`src/rtl/resp_buf.sv`:
```
// Two entries; the producer must check o_free before pushing or reserving, no overflow guard
module resp_buf #(
  parameter type payload_t = logic [1:0]
) (
  input  logic     i_aclk,
  input  logic     i_arst_n,
  input  logic     i_push,
  input  payload_t i_data,
  input  logic     i_reserve,
  output logic     o_free,
  output logic     o_valid,
  input  logic     i_ready,
  output payload_t o_data
);

  payload_t   mem [2];
  logic       wr_ptr;
  logic       rd_ptr;
  logic [1:0] count;
  logic [1:0] rsv;
  logic [2:0] used;
  logic       pop;
  logic       rsv_done;

  assign pop      = o_valid & i_ready;
  assign o_valid  = count != 2'd0;
  assign o_data   = mem[rd_ptr];
  assign used     = count + rsv;
  assign o_free   = used < 3'd2;
  // A push while reservations are open fills one of them
  assign rsv_done = i_push & (rsv != 2'd0);

  always_ff @(posedge i_aclk or negedge i_arst_n) begin
    if (!i_arst_n) begin
      wr_ptr <= 1'b0;
      rd_ptr <= 1'b0;
      count  <= 2'd0;
      rsv    <= 2'd0;
    end else begin
      if (i_push) begin
        wr_ptr <= ~wr_ptr;
      end
      if (pop) begin
        rd_ptr <= ~rd_ptr;
      end
      case ({i_push, pop})
        2'b10:   count <= count + 2'd1;
        2'b01:   count <= count - 2'd1;
        default: count <= count;
      endcase
      case ({i_reserve, rsv_done})
        2'b10:   rsv <= rsv + 2'd1;
        2'b01:   rsv <= rsv - 2'd1;
        default: rsv <= rsv;
      endcase
    end
  end

  always_ff @(posedge i_aclk) begin
    if (i_push) begin
      mem[wr_ptr] <= i_data;
    end
  end

endmodule

```
`config.mk`:
```
export PLATFORM = sky130hd
export DESIGN_NAME = resp_buf
export DESIGN_NICKNAME = d
export VERILOG_FILES = /design/src/rtl/resp_buf.sv
export SDC_FILE = /design/constraint.sdc
export NUM_CORES = 1
export LEC_CHECK = 0
export BUFFER_PORTS_ARGS = -buffer_cell sky130_fd_sc_hd__buf_2
export CORE_AREA = 2 2 39 41
export DETAILED_ROUTE_END_ITERATION = 8
export DIE_AREA = 0 0 41 43
export PLACE_DENSITY_LB_ADDON = 0.1
export REMOVE_ABC_BUFFERS = 1
export SETUP_SLACK_MARGIN = 0.05
export SYNTH_ARGS = -nofsm -noshare
export SYNTH_HDL_FRONTEND = slang
export SYNTH_SLANG_ARGS = --single-unit
export TNS_END_PERCENT = 20
```
`constraint.sdc`:
```
create_clock -name i_aclk -period 1.41 [get_ports i_aclk]
set_input_delay 0.282 -clock i_aclk [delete_from_list [all_inputs] [get_ports i_aclk]]
set_output_delay 0.282 -clock i_aclk [all_outputs]
set_load 0.1 [all_outputs]
```
### After elaboration in Yosys (flattened, before gate mapping)

Memory sizes are Yosys's and may differ from the RTL's.
Index checks and enable logic that the tools add are counted.

* register bits: 6
* memories: 1
* bits of input ports: 7
* logic and storage cells: 27
* memory bits (writable): 4

* multiplexer cells: 4
* reductions and logical operators: 4
* add/sub/neg operators: 5
* magnitude comparators: 1
* bitwise logic cells: 4
* equal/unequal tests: 4

Memory list
* mem: words 2, width 2, rd ports 1, clocked after Yosys merged registers in 0, wr ports 1, line 16 `payload_t mem [2];`

Operator list (number)
* 2-bit case mux with 2 select lines: 2
* 2-bit nonzero test: 4
* 2-bit by 1-bit adder with 2-bit output (second input constant): 2
* 2-bit by 1-bit == test with 1-bit output (second input constant): 2
* 2-bit == test (second input constant): 2
* 2-bit by 1-bit subtractor with 2-bit output (second input constant): 2
* 2-bit by 2-bit adder with 3-bit output: 1
* 3-bit by 2-bit less-than comparator with 1-bit output (second input constant): 1
* 1-bit bitwise AND: 2
* 1-bit two-way mux: 2
* 1-bit NOT: 2

### Longest topological paths before layout

* depth after elaboration: 4
* mapped depth: 6

### Worst setup path before layout

Ideal clock, no wire load.

* path kind: reg-to-output
* start point: register rsv[0]
* end point: output port o_free
* buffers on the path: 0
* slack: -0.547 ns
* stages on the path, launching flop included: 4
* arrival time: 1.675 ns
* data required time: 1.128 ns
* cells stage by stage: dfrtp_1 > nand2_1 > fa_1 > and2_1

* longest elaborated chain between the ends: 2

Ends and longest elaborated chain
* start: declaration: line 20 `logic [1:0] rsv;`
* start signal: assignment: line 52 `2'b10: rsv <= rsv + 2'd1;`
* start signal: assignment: line 53 `2'b01: rsv <= rsv - 2'd1;`
* start signal: assignment: line 54 `default: rsv <= rsv;`
* 2-bit by 2-bit adder with 3-bit output: line 28 `assign used = count + rsv;`
* 3-bit by 2-bit less-than comparator with 1-bit output: line 29 `assign o_free = used < 3'd2;`
* end: declaration: line 10 `output logic o_free,`

Every way passes these cells.

### Final worst setup path

* start point: register count[1]
* end point: output port o_free

* longest elaborated chain between the ends: 2

Ends and longest elaborated chain
* start: declaration: line 19 `logic [1:0] count;`
* start signal: assignment: line 47 `2'b10: count <= count + 2'd1;`
* start signal: assignment: line 48 `2'b01: count <= count - 2'd1;`
* start signal: assignment: line 49 `default: count <= count;`
* 2-bit by 2-bit adder with 3-bit output: line 28
* 3-bit by 2-bit less-than comparator with 1-bit output: line 29

Every way passes these cells.

==> impl_metrics.ini <==
[drt]
routed-via-count = 323
vias_per_cell = 4.25
drc = 0
wl_per_cell_um = 10.3
postRouteAntennaNets = 0
drt_iter0_markers = 4
drt_wl_total_um = 782
drtPass1Iterations = 2

[final_layout]
seq_area_um2 = 270
final_util_pct = 53.3
nFillCells = 129
nets = 71
drive_gt1_share_pct = 53.3
syn_to_final_growth_pct = 55.3
multi_input_comb_area_um2 = 228
diodes = 0

[critical_path]
crit_arrival_ns = 1.52
rr_worst_depth = 7
path_class = register to output port
reg2reg_from = count[0]$_DFFE_PN0P_
critPathRequiredTime_ns = 1.13
worstSetupStartpointType = register
crit_path_end_kind = output port
r2r_setup_slack_ns = -0.08
startpoint = count[1]$_DFFE_PN0P_
critPathMaxFanout = 2
r2r_end = count[1]$_DFFE_PN0P_
critPathCapture = o_free

[logic_synthesis]
synth_seq_area_share_pct = 56.8
synth_seq_cells = 10
ys_warn_count = 0
synth_edf_count = 4
netlist_instances = 37
syn_area_per_cell_um2 = 12.9
synth_async_sr_flop_share_pct = 60.0
muxShareOfSynthArea_pct = 4.74
synth-compound-area-share_pct = 0
synth_top_area_share_pct = 31.6
synthTopCellsByCount = dfrtp_1, xnor2_1, nor2_1
yosys.area_share.simple_pct = 11.1
synth_ff_type = dfrtp_1
synth_area_leaders = dfrtp_1, edfxtp_1, xnor2_1
synth_xor_area_share_pct = 14.7
yosys.area.top_type = dfrtp_1
synth_top_family_by_area = XOR/XNOR gates
synthAdderAreaFrac_pct = 9.47
synthDistinctLibCells = 13
synth_area_um2 = 475

[floorplan]
dieArea_um2 = 1760
row_count = 14
core-area_um2 = 1380
fp.dieW_um = 41
ios = 11
start_util_pct = 34.4
die_h_um = 43

[timing]
hold_viol = 0
slew_viol_final = 0
finalCritPeriodShare_pct = 128
setup_ws_ns = -0.391
slew_headroom_pct = 86.6
setup_viol = 5
min_period_ns = 1.80
fmax_ghz = 0.555
rsz0062_at_grt = true
fin_skew_ns = 0.00426
hold_slack_ns = 0.210
tightest_slew_ns = 0.201

[clock_tree]
clk_latency_ns = 0.26
cts_tree = done
cts_made_buffers = 3
cts_root_buffer = clkbuf_4
clkTransAtPathRegs_ns = 0.06
cts_buffer_depth = 2
h-tree-depth = 1
clock-sinks = 10

[place]
place_hpwl_um = 589
place_ws_ns = -0.179
portBuffers = 10
gp_congestion = 0.680

[grt]
first_global_vias = 326
track_usage_pct = 12.1
grt_pass1_wl_um = 1330
grt_max_degree = 7
overflow = 0
antenna_found_initial = 0

[outcome]
violations = setup timing
status = finished with violations

[job]
maxCapViolCount = 0

[hold_path]
holdPathStages = 1
hold_class = input port to register
[layout make-up]
type | instances | area share, %
Clock inverter | 1 | 0.508
Sequential cell | 10 | 36.6
Multi-Input combinational cell | 23 | 30.8
Clock buffer | 3 | 3.05
Inverter | 4 | 2.03
Timing Repair Buffer | 19 | 24.2
Tap cell | 16 | 2.71
[metal layers]
layer	wire (µm)	vias to the layer above	global-route usage, %
met5	0	-	0
met4	23	0	10.0
met3	31	4	3.14
met2	402	8	17.2
met1	325	149	14.3
li1	-	162	-
[cell usage in the layout (no fill, tap or decap)]
master and instances:
xnor2_2 1, edfxtp_1 4, nor2_1 3, xor2_1 2, dfrtp_1 6, dlygate4sd3_1 1, xnor2_1 5, mux2_4 2
fa_1 1, inv_2 1, clkbuf_4 3, buf_6 3, clkinv_1 1, buf_12 3, nand2_1 1, and2_4 2
inv_1 3, buf_2 6, and2_1 1, or2_4 1, ha_2 1, nor2_2 2, ha_4 1, buf_4 6
[flip-flops by register name (all words and copies together), names as in the netlist]
name,cells
count,2
mem,4
rd_ptr,1
rsv,2
wr_ptr,1
[cell families (layout without fill, tap and decap cells)]
| logic type | Yosys count | after routing |
|---|---|---|
| and+or+nand+nor | 10 | 10 |
| xor gates and xnor gates | 8 | 8 |
| buffers and inverters | 4 | 27 |
| DFF | 10 | 10 |
| adders and majority gates | 3 | 3 |
| muxes | 2 | 2 |
[how the worst min path moves through the flow]
stage	start	end	slack, ns
after floorplan	i_arst_n	count[0]$_DFFE_PN0P_	-0.01
after global placement	i_arst_n	rd_ptr$_DFFE_PN0P_	0.12
after detailed placement	i_arst_n	wr_ptr$_DFFE_PN0P_	0.13
after CTS	i_data[1]	mem[0][1]$_DFFE_PP_	0.20
after global routing	i_data[1]	mem[1][1]$_DFFE_PP_	0.20
final	i_data[1]	mem[0][1]$_DFFE_PP_	0.21
[critical path: stages (launching register included)]
cell and delay [ns]:
dfrtp_1 0.36, inv_2 0.05, fa_1 0.53, and2_4 0.15, buf_12 0.16
[through the flow]
stage	TNS [ns]	area (µm²)	cells
after global routing	-0.884	738	76
after global placement	-0.195	621	67
after CTS	-0.718	712	75
final	-0.676	738	76
after floorplan	-0.859	475	37
after detailed placement	-0.243	621	67
[what timing repair did]
item,in CTS,in global routing
setup buffers,3,1
endpoints found under the setup margin,6,7
pin swaps,2,3
hold buffers,1,0
gates resized for setup,8,5
endpoints found under the hold margin,6,0
Power is not shown: default switching activity piles up to over one toggle a cycle in this logic, so the estimate is an artifact.
