## config.mk

```make
export PLATFORM = sky130hd
export DESIGN_NAME = axil_req_arbiter_flat
export DESIGN_NICKNAME = d
export VERILOG_FILES = /design/src/rtl/sram_req_if.sv /design/src/rtl/axil_req_arbiter.sv /design/src/flat_wrapper.sv
export SDC_FILE = /design/constraint.sdc
export NUM_CORES = 1
export LEC_CHECK = 0
export BUFFER_PORTS_ARGS = -buffer_cell sky130_fd_sc_hd__buf_2
export CAP_MARGIN = 15
export CORE_ASPECT_RATIO = 1.5
export CORE_MARGIN = 2
export CORE_UTILIZATION = 38
export DETAILED_ROUTE_END_ITERATION = 10
export PLACE_DENSITY = 0.7
export SLEW_MARGIN = 20
export SYNTH_ARGS = -nofsm -noshare
export SYNTH_HDL_FRONTEND = slang
export SYNTH_SLANG_ARGS = --single-unit
```

## constraint.sdc

```tcl
create_clock -name i_aclk -period 7.85 [get_ports i_aclk]
set_input_delay 0 -clock i_aclk [delete_from_list [all_inputs] [get_ports i_aclk]]
set_output_delay 0 -clock i_aclk [all_outputs]
set_load 0.03 [all_outputs]
```

## src/rtl/sram_req_if.sv

```systemverilog
// One memory request per cycle; valid is a single-cycle issue strobe with no ready
interface sram_req_if #(
  parameter int ADDR_WIDTH = 32,
  parameter int DATA_WIDTH = 64
);

  logic                    valid;
  logic                    we;
  logic                    in_range;
  // Word address, byte offset already removed
  logic [ADDR_WIDTH-1:0]   word_addr;
  logic [DATA_WIDTH-1:0]   wdata;
  logic [DATA_WIDTH/8-1:0] wstrb;

  modport src (
    output valid, we, in_range, word_addr, wdata, wstrb
  );

  modport dst (
    input valid, we, in_range, word_addr, wdata, wstrb
  );

endinterface

```

## src/rtl/axil_req_arbiter.sv

```systemverilog
// Aligned accesses only; low address bits below the word size are ignored, one slot per direction
module axil_req_arbiter #(
  parameter int ADDR_WIDTH = 32,
  parameter int DATA_WIDTH = 64,
  parameter int DEPTH      = 256
) (
  input  logic                    i_aclk,
  input  logic                    i_arst_n,
  input  logic                    i_awvalid,
  output logic                    o_awready,
  input  logic [ADDR_WIDTH-1:0]   i_awaddr,
  input  logic                    i_wvalid,
  output logic                    o_wready,
  input  logic [DATA_WIDTH-1:0]   i_wdata,
  input  logic [DATA_WIDTH/8-1:0] i_wstrb,
  input  logic                    i_arvalid,
  output logic                    o_arready,
  input  logic [ADDR_WIDTH-1:0]   i_araddr,
  input  logic                    i_b_free,
  input  logic                    i_r_free,
  sram_req_if.src                 o_req
);

  localparam int OFFS_W = $clog2(DATA_WIDTH / 8);
  localparam logic [ADDR_WIDTH-1:0] DEPTH_W = ADDR_WIDTH'(DEPTH);

  logic                    accept_en;
  logic                    wr_full;
  logic                    rd_full;
  logic                    rd_prio;
  logic [ADDR_WIDTH-1:0]   wr_addr;
  logic [ADDR_WIDTH-1:0]   rd_addr;
  logic                    wr_in_range;
  logic                    rd_in_range;
  logic [DATA_WIDTH-1:0]   wr_data;
  logic [DATA_WIDTH/8-1:0] wr_strb;
  logic [ADDR_WIDTH-1:0]   aw_word;
  logic [ADDR_WIDTH-1:0]   ar_word;
  logic                    wr_elig;
  logic                    rd_elig;
  logic                    issue_wr;
  logic                    issue_rd;
  logic                    wr_take;
  logic                    rd_take;

  assign aw_word = i_awaddr >> OFFS_W;
  assign ar_word = i_araddr >> OFFS_W;

  // A slot may go only if its response buffer has room
  assign wr_elig  = wr_full & i_b_free;
  assign rd_elig  = rd_full & i_r_free;
  assign issue_rd = rd_elig & (rd_prio | ~wr_elig);
  assign issue_wr = wr_elig & ~issue_rd;

  // AW and W are taken together, only when both are offered
  assign o_awready = accept_en & (~wr_full | issue_wr) & i_awvalid & i_wvalid;
  assign o_wready  = o_awready;
  assign o_arready = accept_en & (~rd_full | issue_rd);
  assign wr_take   = o_awready;
  assign rd_take   = o_arready & i_arvalid;

  always_ff @(posedge i_aclk or negedge i_arst_n) begin
    if (!i_arst_n) begin
      accept_en <= 1'b0;
      wr_full   <= 1'b0;
      rd_full   <= 1'b0;
      rd_prio   <= 1'b1;
    end else begin
      accept_en <= 1'b1;
      if (wr_take) begin
        wr_full <= 1'b1;
      end else if (issue_wr) begin
        wr_full <= 1'b0;
      end
      if (rd_take) begin
        rd_full <= 1'b1;
      end else if (issue_rd) begin
        rd_full <= 1'b0;
      end
      // Hand priority to the other side after each issue
      if (issue_rd) begin
        rd_prio <= 1'b0;
      end else if (issue_wr) begin
        rd_prio <= 1'b1;
      end
    end
  end

  always_ff @(posedge i_aclk) begin
    if (wr_take) begin
      wr_addr     <= aw_word;
      wr_in_range <= aw_word < DEPTH_W;
      wr_data     <= i_wdata;
      wr_strb     <= i_wstrb;
    end
    if (rd_take) begin
      rd_addr     <= ar_word;
      rd_in_range <= ar_word < DEPTH_W;
    end
  end

  assign o_req.valid     = issue_wr | issue_rd;
  assign o_req.we        = issue_wr;
  assign o_req.in_range  = issue_wr ? wr_in_range : rd_in_range;
  assign o_req.word_addr = issue_wr ? wr_addr : rd_addr;
  assign o_req.wdata     = wr_data;
  assign o_req.wstrb     = wr_strb;

endmodule

```

## src/flat_wrapper.sv

```systemverilog
// flat-port wrapper written by rule: the top's interface ports become plain ports
module axil_req_arbiter_flat 
#(
  parameter int ADDR_WIDTH = 32,
  parameter int DATA_WIDTH = 64,
  parameter int DEPTH      = 256
)
  (i_aclk, i_arst_n, i_awvalid, o_awready, i_awaddr, i_wvalid, o_wready, i_wdata, i_wstrb, i_arvalid, o_arready, i_araddr, i_b_free, i_r_free, o_req_valid, o_req_we, o_req_in_range, o_req_word_addr, o_req_wdata, o_req_wstrb);
  sram_req_if #(.ADDR_WIDTH(ADDR_WIDTH), .DATA_WIDTH(DATA_WIDTH)) o_req_i ();
  input  logic i_aclk;
  input  logic i_arst_n;
  input  logic i_awvalid;
  output logic o_awready;
  input  logic [ADDR_WIDTH-1:0] i_awaddr;
  input  logic i_wvalid;
  output logic o_wready;
  input  logic [DATA_WIDTH-1:0] i_wdata;
  input  logic [DATA_WIDTH/8-1:0] i_wstrb;
  input  logic i_arvalid;
  output logic o_arready;
  input  logic [ADDR_WIDTH-1:0] i_araddr;
  input  logic i_b_free;
  input  logic i_r_free;
  output wire logic [$bits(o_req_i.valid)-1:0] o_req_valid;
  output wire logic [$bits(o_req_i.we)-1:0] o_req_we;
  output wire logic [$bits(o_req_i.in_range)-1:0] o_req_in_range;
  output wire logic [$bits(o_req_i.word_addr)-1:0] o_req_word_addr;
  output wire logic [$bits(o_req_i.wdata)-1:0] o_req_wdata;
  output wire logic [$bits(o_req_i.wstrb)-1:0] o_req_wstrb;
  assign o_req_valid = o_req_i.valid;
  assign o_req_we = o_req_i.we;
  assign o_req_in_range = o_req_i.in_range;
  assign o_req_word_addr = o_req_i.word_addr;
  assign o_req_wdata = o_req_i.wdata;
  assign o_req_wstrb = o_req_i.wstrb;
  axil_req_arbiter #(.ADDR_WIDTH(ADDR_WIDTH), .DATA_WIDTH(DATA_WIDTH), .DEPTH(DEPTH)) u_core (.i_aclk(i_aclk), .i_arst_n(i_arst_n), .i_awvalid(i_awvalid), .o_awready(o_awready), .i_awaddr(i_awaddr), .i_wvalid(i_wvalid), .o_wready(o_wready), .i_wdata(i_wdata), .i_wstrb(i_wstrb), .i_arvalid(i_arvalid), .o_arready(o_arready), .i_araddr(i_araddr), .i_b_free(i_b_free), .i_r_free(i_r_free), .o_req(o_req_i));
endmodule
```

==> impl_metrics.env, run 1 <==
export IMPL_start_util_pct=38.61
export IMPL_synth_lib_cells_used_distinct=25
export IMPL_cts_setup_buffers=0
export IMPL_synth_warnings=0
export IMPL_seq_area_frac_synth_pct=85.01
export IMPL_avgSynthCellArea_sq_um=23.21
export IMPL_clkSinkCount=136
export IMPL_syn_area_sq_mm=0.004782
export IMPL_std_cell_rows=50
export IMPL_hpwl_mm=8.061
export IMPL_toolErrorMsg="[ERROR RSZ-0060] Max buffer count reached."
export IMPL_synth_ff_latch_count=136
export IMPL_cts_hold_buf=128
export IMPL_io_pins=253
export IMPL_dpl_cell_count=603
export IMPL_cts_buffers=17
export IMPL_clk_path_buf_depth=2
export IMPL_netlist_instances=206
export IMPL_routabilityCongestion=0.7869
export IMPL_status="aborted with a tool error"
export IMPL_stop_stage="clock tree synthesis (4_1_cts)"
export IMPL_fp_dieW_microns=95.60
export IMPL_cts_max_level=4
export IMPL_die_y_microns=141.4
export IMPL_cts_root_buffer="clkbuf_16"
export IMPL_cts_resized=0
export IMPL_port_buffers=243
synthesized netlist by cell type (all sizes together):
| master | instances | area (sq um) |
|---|---|---|
| a21bo | 1 | 10.01 |
| a21boi | 1 | 7.510 |
| a21oi | 1 | 5.000 |
| a31o | 1 | 8.760 |
| buf | 8 | 96.34 |
| conb | 2 | 7.510 |
| dfrtp | 3 | 75.07 |
| dfstp | 1 | 26.28 |
| edfxtp | 132 | 3964 |
| inv | 1 | 3.750 |
| mux2 | 30 | 439.2 |
| nand2 | 6 | 22.52 |
| nand2b | 1 | 6.260 |
| nand3 | 1 | 5.000 |
| nand3b | 1 | 7.510 |
| nand4 | 2 | 12.51 |
| nor2 | 1 | 3.750 |
| nor2b | 1 | 6.260 |
| nor3 | 2 | 10.01 |
| nor4 | 8 | 50.05 |
| or4 | 2 | 15.01 |
cell families after synthesis:
family	Yosys count	synth area share, %
flops	136	85.01
mux	30	9.184
simple gates	25	2.904
buf+inv	9	2.093
compound gates	4	0.6541
other cells	2	0.1570
per-stage QoR:
step / worst slack [ps] / utilization [%] / instance area (sq um)
2_1_floorplan: 796.3 / - / 4790
3_3_place_gp: 5358 / 49.64 / 6148
3_5_place_dp: 5291 / 49.64 / 6148
==> run 2, diff against run 1 <==
--- a/config.mk
+++ b/config.mk
@@ -7,11 +7,10 @@
 export LEC_CHECK = 0
 export BUFFER_PORTS_ARGS = -buffer_cell sky130_fd_sc_hd__buf_2
 export CAP_MARGIN = 15
-export CORE_ASPECT_RATIO = 1.5
 export CORE_MARGIN = 2
-export CORE_UTILIZATION = 38
+export CORE_UTILIZATION = 23
 export DETAILED_ROUTE_END_ITERATION = 10
-export PLACE_DENSITY = 0.7
+export PLACE_DENSITY_LB_ADDON = 0.15
 export SLEW_MARGIN = 20
 export SYNTH_ARGS = -nofsm -noshare
 export SYNTH_HDL_FRONTEND = slang
==> run 2 against run 1 <==
The flow now finishes without violations. Synthesized area stayed put. Synthesized cell count unchanged.
==> impl_metrics.env, run 2 <==
export IMPL_status="complete, no violations"
export IMPL_firstDrtPassIters=4
export IMPL_synth_warnings=0
export IMPL_final_common_cell="buf_2"
export IMPL_clock_latency_ps=420
export IMPL_grt_max_degree=80
export IMPL_synth_edf_count=132
export IMPL_setup_viol=0
export IMPL_cts_max_level=4
export IMPL_cts_tree="done"
export IMPL_grt_overflow=0
export IMPL_tightestPinTransition_ps=1046
export IMPL_diodes=0
export IMPL_routed_wl_mm=13.62
export IMPL_dpl_cell_count=715
export IMPL_netlist_instances=206
export IMPL_crit_top_cell="buf_4"
export IMPL_die_area_sq_mm=0.02196
export IMPL_port_buffers=243
export IMPL_drt_iter0_markers=84
export IMPL_cpMaxStageDelayCell="buf_4"
export IMPL_io_pins=253
export IMPL_setup_tns_ps=0
export IMPL_finalCritPeriodShare_pct=46.18
export IMPL_routabilityCongestion=0.7456
export IMPL_clkSinkCount=136
export IMPL_rsz0062_at_grt="false"
export IMPL_path_max_fanout=79
export IMPL_avgSynthCellArea_sq_um=23.21
export IMPL_maxCapViolations=0
export IMPL_synthTopCellsByArea="edfxtp_1, mux2_4, dfrtp_1"
export IMPL_seq_area_frac_synth_pct=85.01
export IMPL_std_cell_rows=52
export IMPL_synth_flop_cell="edfxtp_1"
export IMPL_cts_root_buffer="clkbuf_16"
export IMPL_cts_buffers=17
export IMPL_antenna_found_initial=0
export IMPL_yosysMostFrequentCell="edfxtp_1"
export IMPL_crit_path_end_kind="output port"
export IMPL_max_slew_margin_pct=30.10
export IMPL_drt_antenna_violating_nets=0
export IMPL_cts_hold_buf=135
export IMPL_synth_lib_cells_used_distinct=25
export IMPL_worstPathCellList="nand2_1 -> a31o_2 -> buf_4 -> a21oi_4 -> buf_4 -> buf_2"
export IMPL_synthTopCellsByCount="edfxtp_1, mux2_4, nor4_1, nand2_1, buf_4"
export IMPL_critPathRequiredTime_ps=7850
export IMPL_drive_above_1_share_pct=50.82
export IMPL_arrival_ps=3620
export IMPL_syn_area_sq_mm=0.004782
export IMPL_finalMaxSlewViolations=0
export IMPL_hpwl_mm=9.146
export IMPL_fin_skew_ps=9.425
export IMPL_grt_pass1_vias=3789
export IMPL_cellPowerDensity_mw_per_mm2=239.2
export IMPL_fill_cells=1914
export IMPL_drcViolationCount=0
export IMPL_hold_slack_ps=49.31
export IMPL_stdcell_count=882
export IMPL_cts_resized=0
export IMPL_synth_top_cell_by_area="edfxtp_1"
export IMPL_hold_violations=0
export IMPL_wire_per_inst_microns=15.44
export IMPL_fin_crit_ps=3625
export IMPL_core_area_sq_mm=0.02030
export IMPL_grt_total_usage_pct=12.65
export IMPL_fin_nets=742
export IMPL_synth_async_sr_flop_share_pct=2.941
export IMPL_largest_reg_flops=64
export IMPL_ir_drop_v=0.0001414
export IMPL_synth_ff_latch_count=136
export IMPL_avgViaCountPerCell=3.829
export IMPL_clk_pin_slew_ps=60
export IMPL_fin_util_pct=40.46
export IMPL_cts_setup_buffers=0
export IMPL_clk_path_buf_depth=2
export IMPL_grt_pass1_wl_mm=20.60
export IMPL_layout_common_cells="buf_2, dlygate4sd3_1, edfxtp_1"
export IMPL_die_y_microns=148.2
export IMPL_min_path_type="primary input to flop"
export IMPL_cpPeakStageDelay_ps=900
export IMPL_path_class="flop to output port"
export IMPL_synth_top_area_share_pct=82.89
export IMPL_dr_total_vias=3377
export IMPL_cp_start_kind="flop"
export IMPL_p_leak_nw=3.404
export IMPL_max_freq_mhz=275.9
export IMPL_synthToLayoutAreaGrowth_pct=71.77
export IMPL_fp_dieW_microns=148.2
export IMPL_start_util_pct=23.56
## run 2: worst paths after layout
kind                                  start                    end  slack, ps  cells past startpoint
setup reg to reg             u_core.wr_full  u_core.o_req.wstrb[1]       4610                      5
hold reg to reg            u_core.accept_en         u_core.rd_full        580                      2
hold / removal                    i_awvalid         u_core.wr_full         50                      3
max in group asynchronous          i_arst_n         u_core.wr_full       7210                      3
min in group asynchronous          i_arst_n         u_core.rd_prio         60                      2
setup / recovery             u_core.wr_full               o_wready       4230                      6
## run 2: cell families after synthesis
logic type	Yosys count	synth area share, %
DFF	136	85.01
muxes	30	9.184
and+or+nand+nor	25	2.904
buffers and inverters	9	2.093
AOI/OAI and AO/OA	4	0.6541
other	2	0.1570
## run 2: stage by stage
step / setup WS [ps] / cell area (sq um) / power, mW
finish: 4225 / 8214 / 1.965
global placement: 4576 / 6281 / 1.135
CTS: 4109 / 8214 / 1.995
detailed placement: 4535 / 6281 / 1.137
floorplan: 796.3 / 4790 / 1.059
global route: 3886 / 8214 / 2.044
## run 2: area by class of cell
class	count	area [sq um]	area share [%]
clock inverter	14	152.6	1.858
timing repair buffer	380	2582	31.44
tap	270	337.8	4.113
multi-input combinational	63	643.1	7.829
clock buffer	18	429.2	5.225
inverter	1	3.754	0.04570
sequential	136	4065	49.49
## run 2: power breakdown
part           switching (mW)  leakage [nW]  internal (mW)  total (mW)
registers              0.0116          1.26          0.843       0.855
logic                   0.176          1.86          0.144       0.320
clock network           0.340         0.284          0.451       0.790
## run 2: worst max-delay path: cells and delay by family (launching register included)
kind	cells	cell delay, ps
compound gates	2	1050
buf+inv	3	1570
flops	1	420
simple gates	1	100
## run 2: per-layer routing
metal  up-vias  wire length [microns]  GRT usage (%)
li1       1605                      -              -
met1      1589                   5137          13.53
met2       163                   6827          21.60
met3        20                   1361          5.951
met4         0                    291          5.190
met5         -                      0              0
(Power assumes the default switching activity.)
==> run 3, diff against run 2 <==
==> constraint.sdc (replaced) <==
create_clock -name i_aclk -period 3.4 [get_ports i_aclk]
set_input_delay 0 -clock i_aclk [delete_from_list [all_inputs] [get_ports i_aclk]]
set_output_delay 0 -clock i_aclk [all_outputs]
set_load 0.03 [all_outputs]
==> run 3 against run 2 <==
Clock-buffer cell count unchanged. Sequential power up 130%. Clock power up 130%. Largest cell class unchanged.
==> impl_metrics.env, run 3 (synthesis gave the netlist of run 2 again) <==
export IMPL_status="complete, no violations"
export IMPL_arrival_ps=2240
export IMPL_crit_path_end_kind="output port"
export IMPL_cp_start_kind="flop"
export IMPL_dpl_cell_count=715
export IMPL_wire_per_inst_microns=15.17
export IMPL_clock_latency_ps=430
export IMPL_max_freq_mhz=446.1
export IMPL_setup_tns_ps=0
export IMPL_pre_cts_ws_ps=1303
export IMPL_diodes=0
export IMPL_cts_root_buffer="clkbuf_16"
export IMPL_drcViolationCount=0
export IMPL_power_total_mw=4.525
export IMPL_cellPowerDensity_mw_per_mm2=550.1
export IMPL_setup_viol=0
export IMPL_r2r_cells=3
export IMPL_cts_buffers=17
export IMPL_port_buffers=243
export IMPL_stdcell_count=882
export IMPL_avgViaCountPerCell=3.876
export IMPL_hpwl_mm=8.674
export IMPL_p_leak_nw=3.407
export IMPL_std_cell_rows=52
export IMPL_dr_total_vias=3419
export IMPL_routed_wl_mm=13.38
export IMPL_antenna_found_initial=1
export IMPL_cts_tree="done"
export IMPL_path_class="flop to output port"
export IMPL_grt_total_usage_pct=12.62
export IMPL_path_max_fanout=32
export IMPL_max_slew_margin_pct=33.15
export IMPL_die_area_sq_mm=0.02196
export IMPL_fin_nets=742
export IMPL_drt_antenna_violating_nets=0
export IMPL_r2r_end="u_core.rd_addr[20]"
export IMPL_clkSinkCount=136
export IMPL_clk_path_buf_depth=2
export IMPL_clk_pin_slew_ps=70
export IMPL_ff2ff_setup_slack_ps=1320
export IMPL_dpl_cell_area_sq_mm=0.006294
export IMPL_drive_above_1_share_pct=50.82
export IMPL_layout_common_cells="buf_2, dlygate4sd3_1, edfxtp_1"
export IMPL_final_common_cell="buf_2"
export IMPL_synthToLayoutAreaGrowth_pct=72.00
export IMPL_start_util_pct=23.56
export IMPL_fin_area_sq_mm=0.008225
export IMPL_firstDrtPassIters=4
export IMPL_rsz0062_at_grt="false"
export IMPL_finalCritPeriodShare_pct=65.93
export IMPL_fp_dieW_microns=148.2
export IMPL_finalMaxSlewViolations=0
export IMPL_largest_reg_flops=64
export IMPL_r2r_start="u_core.rd_prio"
export IMPL_tightestPinTransition_ps=1000
export IMPL_critPathRequiredTime_ps=3400
export IMPL_maxCapViolations=0
export IMPL_grt_max_degree=105
export IMPL_die_y_microns=148.2
export IMPL_seqCellArea_sq_mm=0.004065
export IMPL_ir_drop_v=0.0003126
export IMPL_io_pins=253
export IMPL_grt_pass1_wl_mm=20.78
export IMPL_drt_iter0_markers=113
export IMPL_fin_crit_ps=2242
export IMPL_setup_ws_ps=1158
export IMPL_core_area_sq_mm=0.02030
export IMPL_fill_cells=1897
export IMPL_grt_overflow=0
export IMPL_cts_max_level=4
export IMPL_routabilityCongestion=0.7146
export IMPL_grt_pass1_vias=3936
export IMPL_min_path_type="primary input to asynchronous set/reset pin"
export IMPL_multi_input_area_sq_um=643.1
export IMPL_hold_violations=0
export IMPL_fin_skew_ps=25.19
run 3: cell count changes in the layout (fill, tap and decap cells not counted), sizes merged:
cell    previous run  this run
inv                9        11
bufinv             1         0
clkinv             4         3
run 3: cell type report:
cell class                      count  share of cell area [%]
Clock buffer                       18                   5.218
Tap cell                          270                   4.107
Timing Repair Buffer              380                   31.55
Sequential cell                   136                   49.42
Multi-Input combinational cell     63                   7.819
Clock inverter                     14                   1.841
Inverter                            1                 0.04563
run 3: worst max-delay path: stages (launching register included):
cell	delay, ps
dfstp_2	540
a31o_2	190
buf_4	510
mux2_2	400
buf_2	180
run 3: how the worst max path moves through the flow:
stage / to / startpoint / slack (ps) / depth (start not counted)
floorplan: u_core.o_req.wdata[0] / u_core.wr_full / 170 / 5
global placement: u_core.rd_addr[6] / u_core.rd_prio / 1320 / 3
detailed placement: u_core.rd_addr[6] / u_core.rd_prio / 1300 / 3
CTS: o_req_word_addr[21] / u_core.rd_prio / 1090 / 4
global route: o_awready / u_core.wr_full / 1040 / 5
finish: o_req_word_addr[21] / u_core.rd_prio / 1160 / 4
run 3: what timing repair did:
item                      4_1_cts  5_1_grt
hold endpoints to repair      138        0
buffers inserted                0        0
gates resized for setup         0        0
hold buffers                  135        0
run 3: through the flow:
| step | hold WS (ps) | util (%) |
|---|---|---|
| 2_1_floorplan | -295.6 | - |
| 4_1_cts | 31.52 | 40.52 |
| 5_1_grt | 26.08 | 40.52 |
| 6_report | 56.04 | 40.52 |
| 3_3_place_gp | -190.4 | 31.00 |
| 3_5_place_dp | -188.9 | 31.00 |
run 3: layer usage:
metal / GRT usage [%] / wire [microns] / vias to the layer above
met5: 0 / 16 / -
met4: 5.095 / 244 / 2
met3: 6.012 / 1291 / 17
met2: 20.86 / 6604 / 172
met1: 14.06 / 5225 / 1619
li1: - / - / 1609
run 3: report_power, final:
group / leakage (nW) / switching (mW) / internal, mW
combinational: 1.87 / 0.401 / 0.334
sequential: 1.26 / 0.0276 / 1.95
clock: 0.283 / 0.832 / 0.985
total: 3.41 / 1.26 / 3.26
==> run 4, diff against run 3 <==
==> constraint.sdc (replaced) <==
create_clock -name i_aclk -period 1.8 [get_ports i_aclk]
set_input_delay 0 -clock i_aclk [delete_from_list [all_inputs] [get_ports i_aclk]]
set_output_delay 0 -clock i_aclk [all_outputs]
set_load 0.03 [all_outputs]
==> run 4 against run 3 <==
The run now ends with setup timing left. Largest power group unchanged. Critical path depth did not move. Clock-buffer cell count did not move. Sequential power rose by 89%. Flip-flop and latch count did not move. Clock skew fell by 10 ps. Via count rose by 1.6%. Non-clock buffer count rose by 25.
==> impl_metrics.env, run 4 (synthesis gave the netlist of run 2 again) <==
export IMPL_fin_nets=767
export IMPL_cts_tree="done"
export IMPL_path_max_fanout=12
export IMPL_port_buffers=243
export IMPL_fin_crit_ps=1878
export IMPL_cp_start_kind="flop"
export IMPL_maxCapViolations=0
export IMPL_drcViolationCount=0
export IMPL_rsz0062_at_grt="true"
export IMPL_clk_path_buf_depth=2
export IMPL_tightestPinTransition_ps=497.5
export IMPL_ir_drop_v=0.0005891
export IMPL_finalMaxSlewViolations=0
export IMPL_fp_dieW_microns=148.2
export IMPL_clk_pin_slew_ps=60
export IMPL_layout_common_cells="buf_2, dlygate4sd3_1, edfxtp_1"
export IMPL_r2r_end="u_core.o_req.wdata[18]"
export IMPL_synthToLayoutAreaGrowth_pct=83.20
export IMPL_r2r_cells=5
export IMPL_start_util_pct=23.56
export IMPL_arrival_ps=1880
export IMPL_max_freq_mhz=532.6
export IMPL_std_cell_rows=52
export IMPL_die_area_sq_mm=0.02196
export IMPL_critPathRequiredTime_ps=1800
export IMPL_antenna_found_initial=1
export IMPL_routed_wl_mm=14.07
export IMPL_fin_skew_ps=14.87
export IMPL_max_slew_margin_pct=66.53
export IMPL_power_total_mw=8.878
export IMPL_drive_above_1_share_pct=52.75
export IMPL_worstPathCellList="a31o_4 -> buf_12 -> mux2_4 -> buf_6"
export IMPL_setup_ws_ps=-77.61
export IMPL_largest_reg_flops=64
export IMPL_combPwrFrac_pct=19.2
export IMPL_firstDrtPassIters=4
export IMPL_endpoint="o_req_word_addr[26]"
export IMPL_grt_overflow=0
export IMPL_setup_viol=29
export IMPL_hpwl_mm=9.509
export IMPL_worstSetupStartpoint="u_core.rd_prio"
export IMPL_min_path_type="primary input to flop"
export IMPL_status="finished with violations"
export IMPL_grt_total_usage_pct=12.95
export IMPL_r2r_start="u_core.rd_full"
export IMPL_drt_iter0_markers=123
export IMPL_grt_pass1_wl_mm=21.10
export IMPL_routabilityCongestion=0.7314
export IMPL_setup_tns_ps=-1722
export IMPL_cellPowerDensity_mw_per_mm2=1013
export IMPL_finalCritPeriodShare_pct=104.3
export IMPL_p_seq_share_pct=42.0
export IMPL_grt_pass1_vias=3973
export IMPL_drt_antenna_violating_nets=0
export IMPL_clkSinkCount=136
export IMPL_cts_max_level=4
export IMPL_cpPeakStageDelay_ps=550
export IMPL_die_y_microns=148.2
export IMPL_avgViaCountPerCell=3.825
export IMPL_grt_max_degree=31
export IMPL_path_class="flop to output port"
export IMPL_core_area_sq_mm=0.02030
export IMPL_p_int_mw=6.518
export IMPL_dr_total_vias=3473
export IMPL_fill_cells=1875
export IMPL_io_pins=253
export IMPL_clock_latency_ps=420
export IMPL_crit_cells=4
export IMPL_switchingPower_mw=2.361
export IMPL_worst_path_buf_inv=2
export IMPL_ff2ff_setup_slack_ps=90
export IMPL_cts_root_buffer="clkbuf_16"
export IMPL_netSwitchingFraction_pct=26.59
export IMPL_crit_path_end_kind="output port"
export IMPL_clkPwrFrac_pct=38.8
export IMPL_final_common_cell="buf_2"
export IMPL_cpMaxStageDelayCell="dfstp_2"
export IMPL_cts_buffers=17
export IMPL_violations="setup timing"
export IMPL_hold_violations=0
export IMPL_cp_top_family="flip-flops"
export IMPL_wire_per_inst_microns=15.50
export IMPL_p_leak_nw=3.654
==> run 4: changes by cell type in the layout (fill, tap and decap cells not counted), sizes merged <==
cell | before | now
clkinvlp | 1 | 2
bufinv | 0 | 1
buf | 245 | 269
clkbuf | 18 | 19
inv | 11 | 9
diode | 0 | 1
==> run 4: power groups by stage <==
| stage | clock, mW | sequential, mW | combinational, mW |
|---|---|---|---|
| after global routing | 3.70 | 3.74 | 1.81 |
| after CTS | 3.56 | 3.72 | 1.69 |
| after detailed placement | 0 | 3.79 | 1.24 |
| after global placement | 0 | 3.78 | 1.23 |
| final | 3.45 | 3.72 | 1.71 |
| after floorplan | 0 | 3.93 | 0.679 |
==> run 4: stage by stage <==
stage	cell area, sq um	std cells	util [%]	hold slack (ps)	setup WS [ps]
CTS	8662	898	42.67	24.60	-128.3
global placement	6444	725	31.74	-191.6	204.3
finish	8761	908	43.16	29.15	-77.61
floorplan	4808	208	-	-295.6	-1432
global route	8758	907	43.15	48.99	-136.3
detailed placement	6444	725	31.74	-185.9	200.6
==> run 4: layout make-up <==
class	instances	area [sq um]	share of cell area, %
Antenna cell	1	2.502	0.02856
Clock buffer	18	429.2	4.899
Clock inverter	14	153.9	1.757
Inverter	1	3.754	0.04284
Multi-Input combinational cell	63	659.4	7.526
Sequential cell	136	4065	46.40
Tap cell	270	337.8	3.856
Timing Repair Buffer	405	3109	35.49
==> run 4: worst min path at each step <==
stage	endpoint	cells past startpoint	start	slack, ps
after floorplan	u_core.accept_en	0	i_arst_n	-300
after global placement	u_core.wr_full	1	i_arst_n	-190
after detailed placement	u_core.accept_en	1	i_arst_n	-190
after CTS	u_core.wr_full	3	i_awvalid	20
after global routing	u_core.rd_full	3	i_r_free	50
final	u_core.rd_full	3	i_r_free	30
==> run 4: worst reg2reg max path: stages, from the launching register on <==
cell	delay, ps
dfrtp_1	410
a31o_4	300
a21oi_4	190
buf_12	150
buf_8	180
buf_12	190
==> run 4: timing repair <==
item                       in CTS  in global routing
setup buffers                   5                  8
gates resized for setup        68                  4
hold endpoints to repair      138                  0
setup endpoints to repair      31                 58
pin swaps                       1                  0
cloned                          1                  1
hold buffers                  135                  0
==> run 4: per-layer routing <==
metal | vias up | global-route usage [%] | share of wire [%]
met1 | 1641 | 14.93 | 41
met2 | 161 | 21.64 | 50
met3 | 13 | 5.307 | 8.3
met4 | 0 | 4.857 | 1.3
met5 | - | 0 | 0
li1 | 1658 | - | -
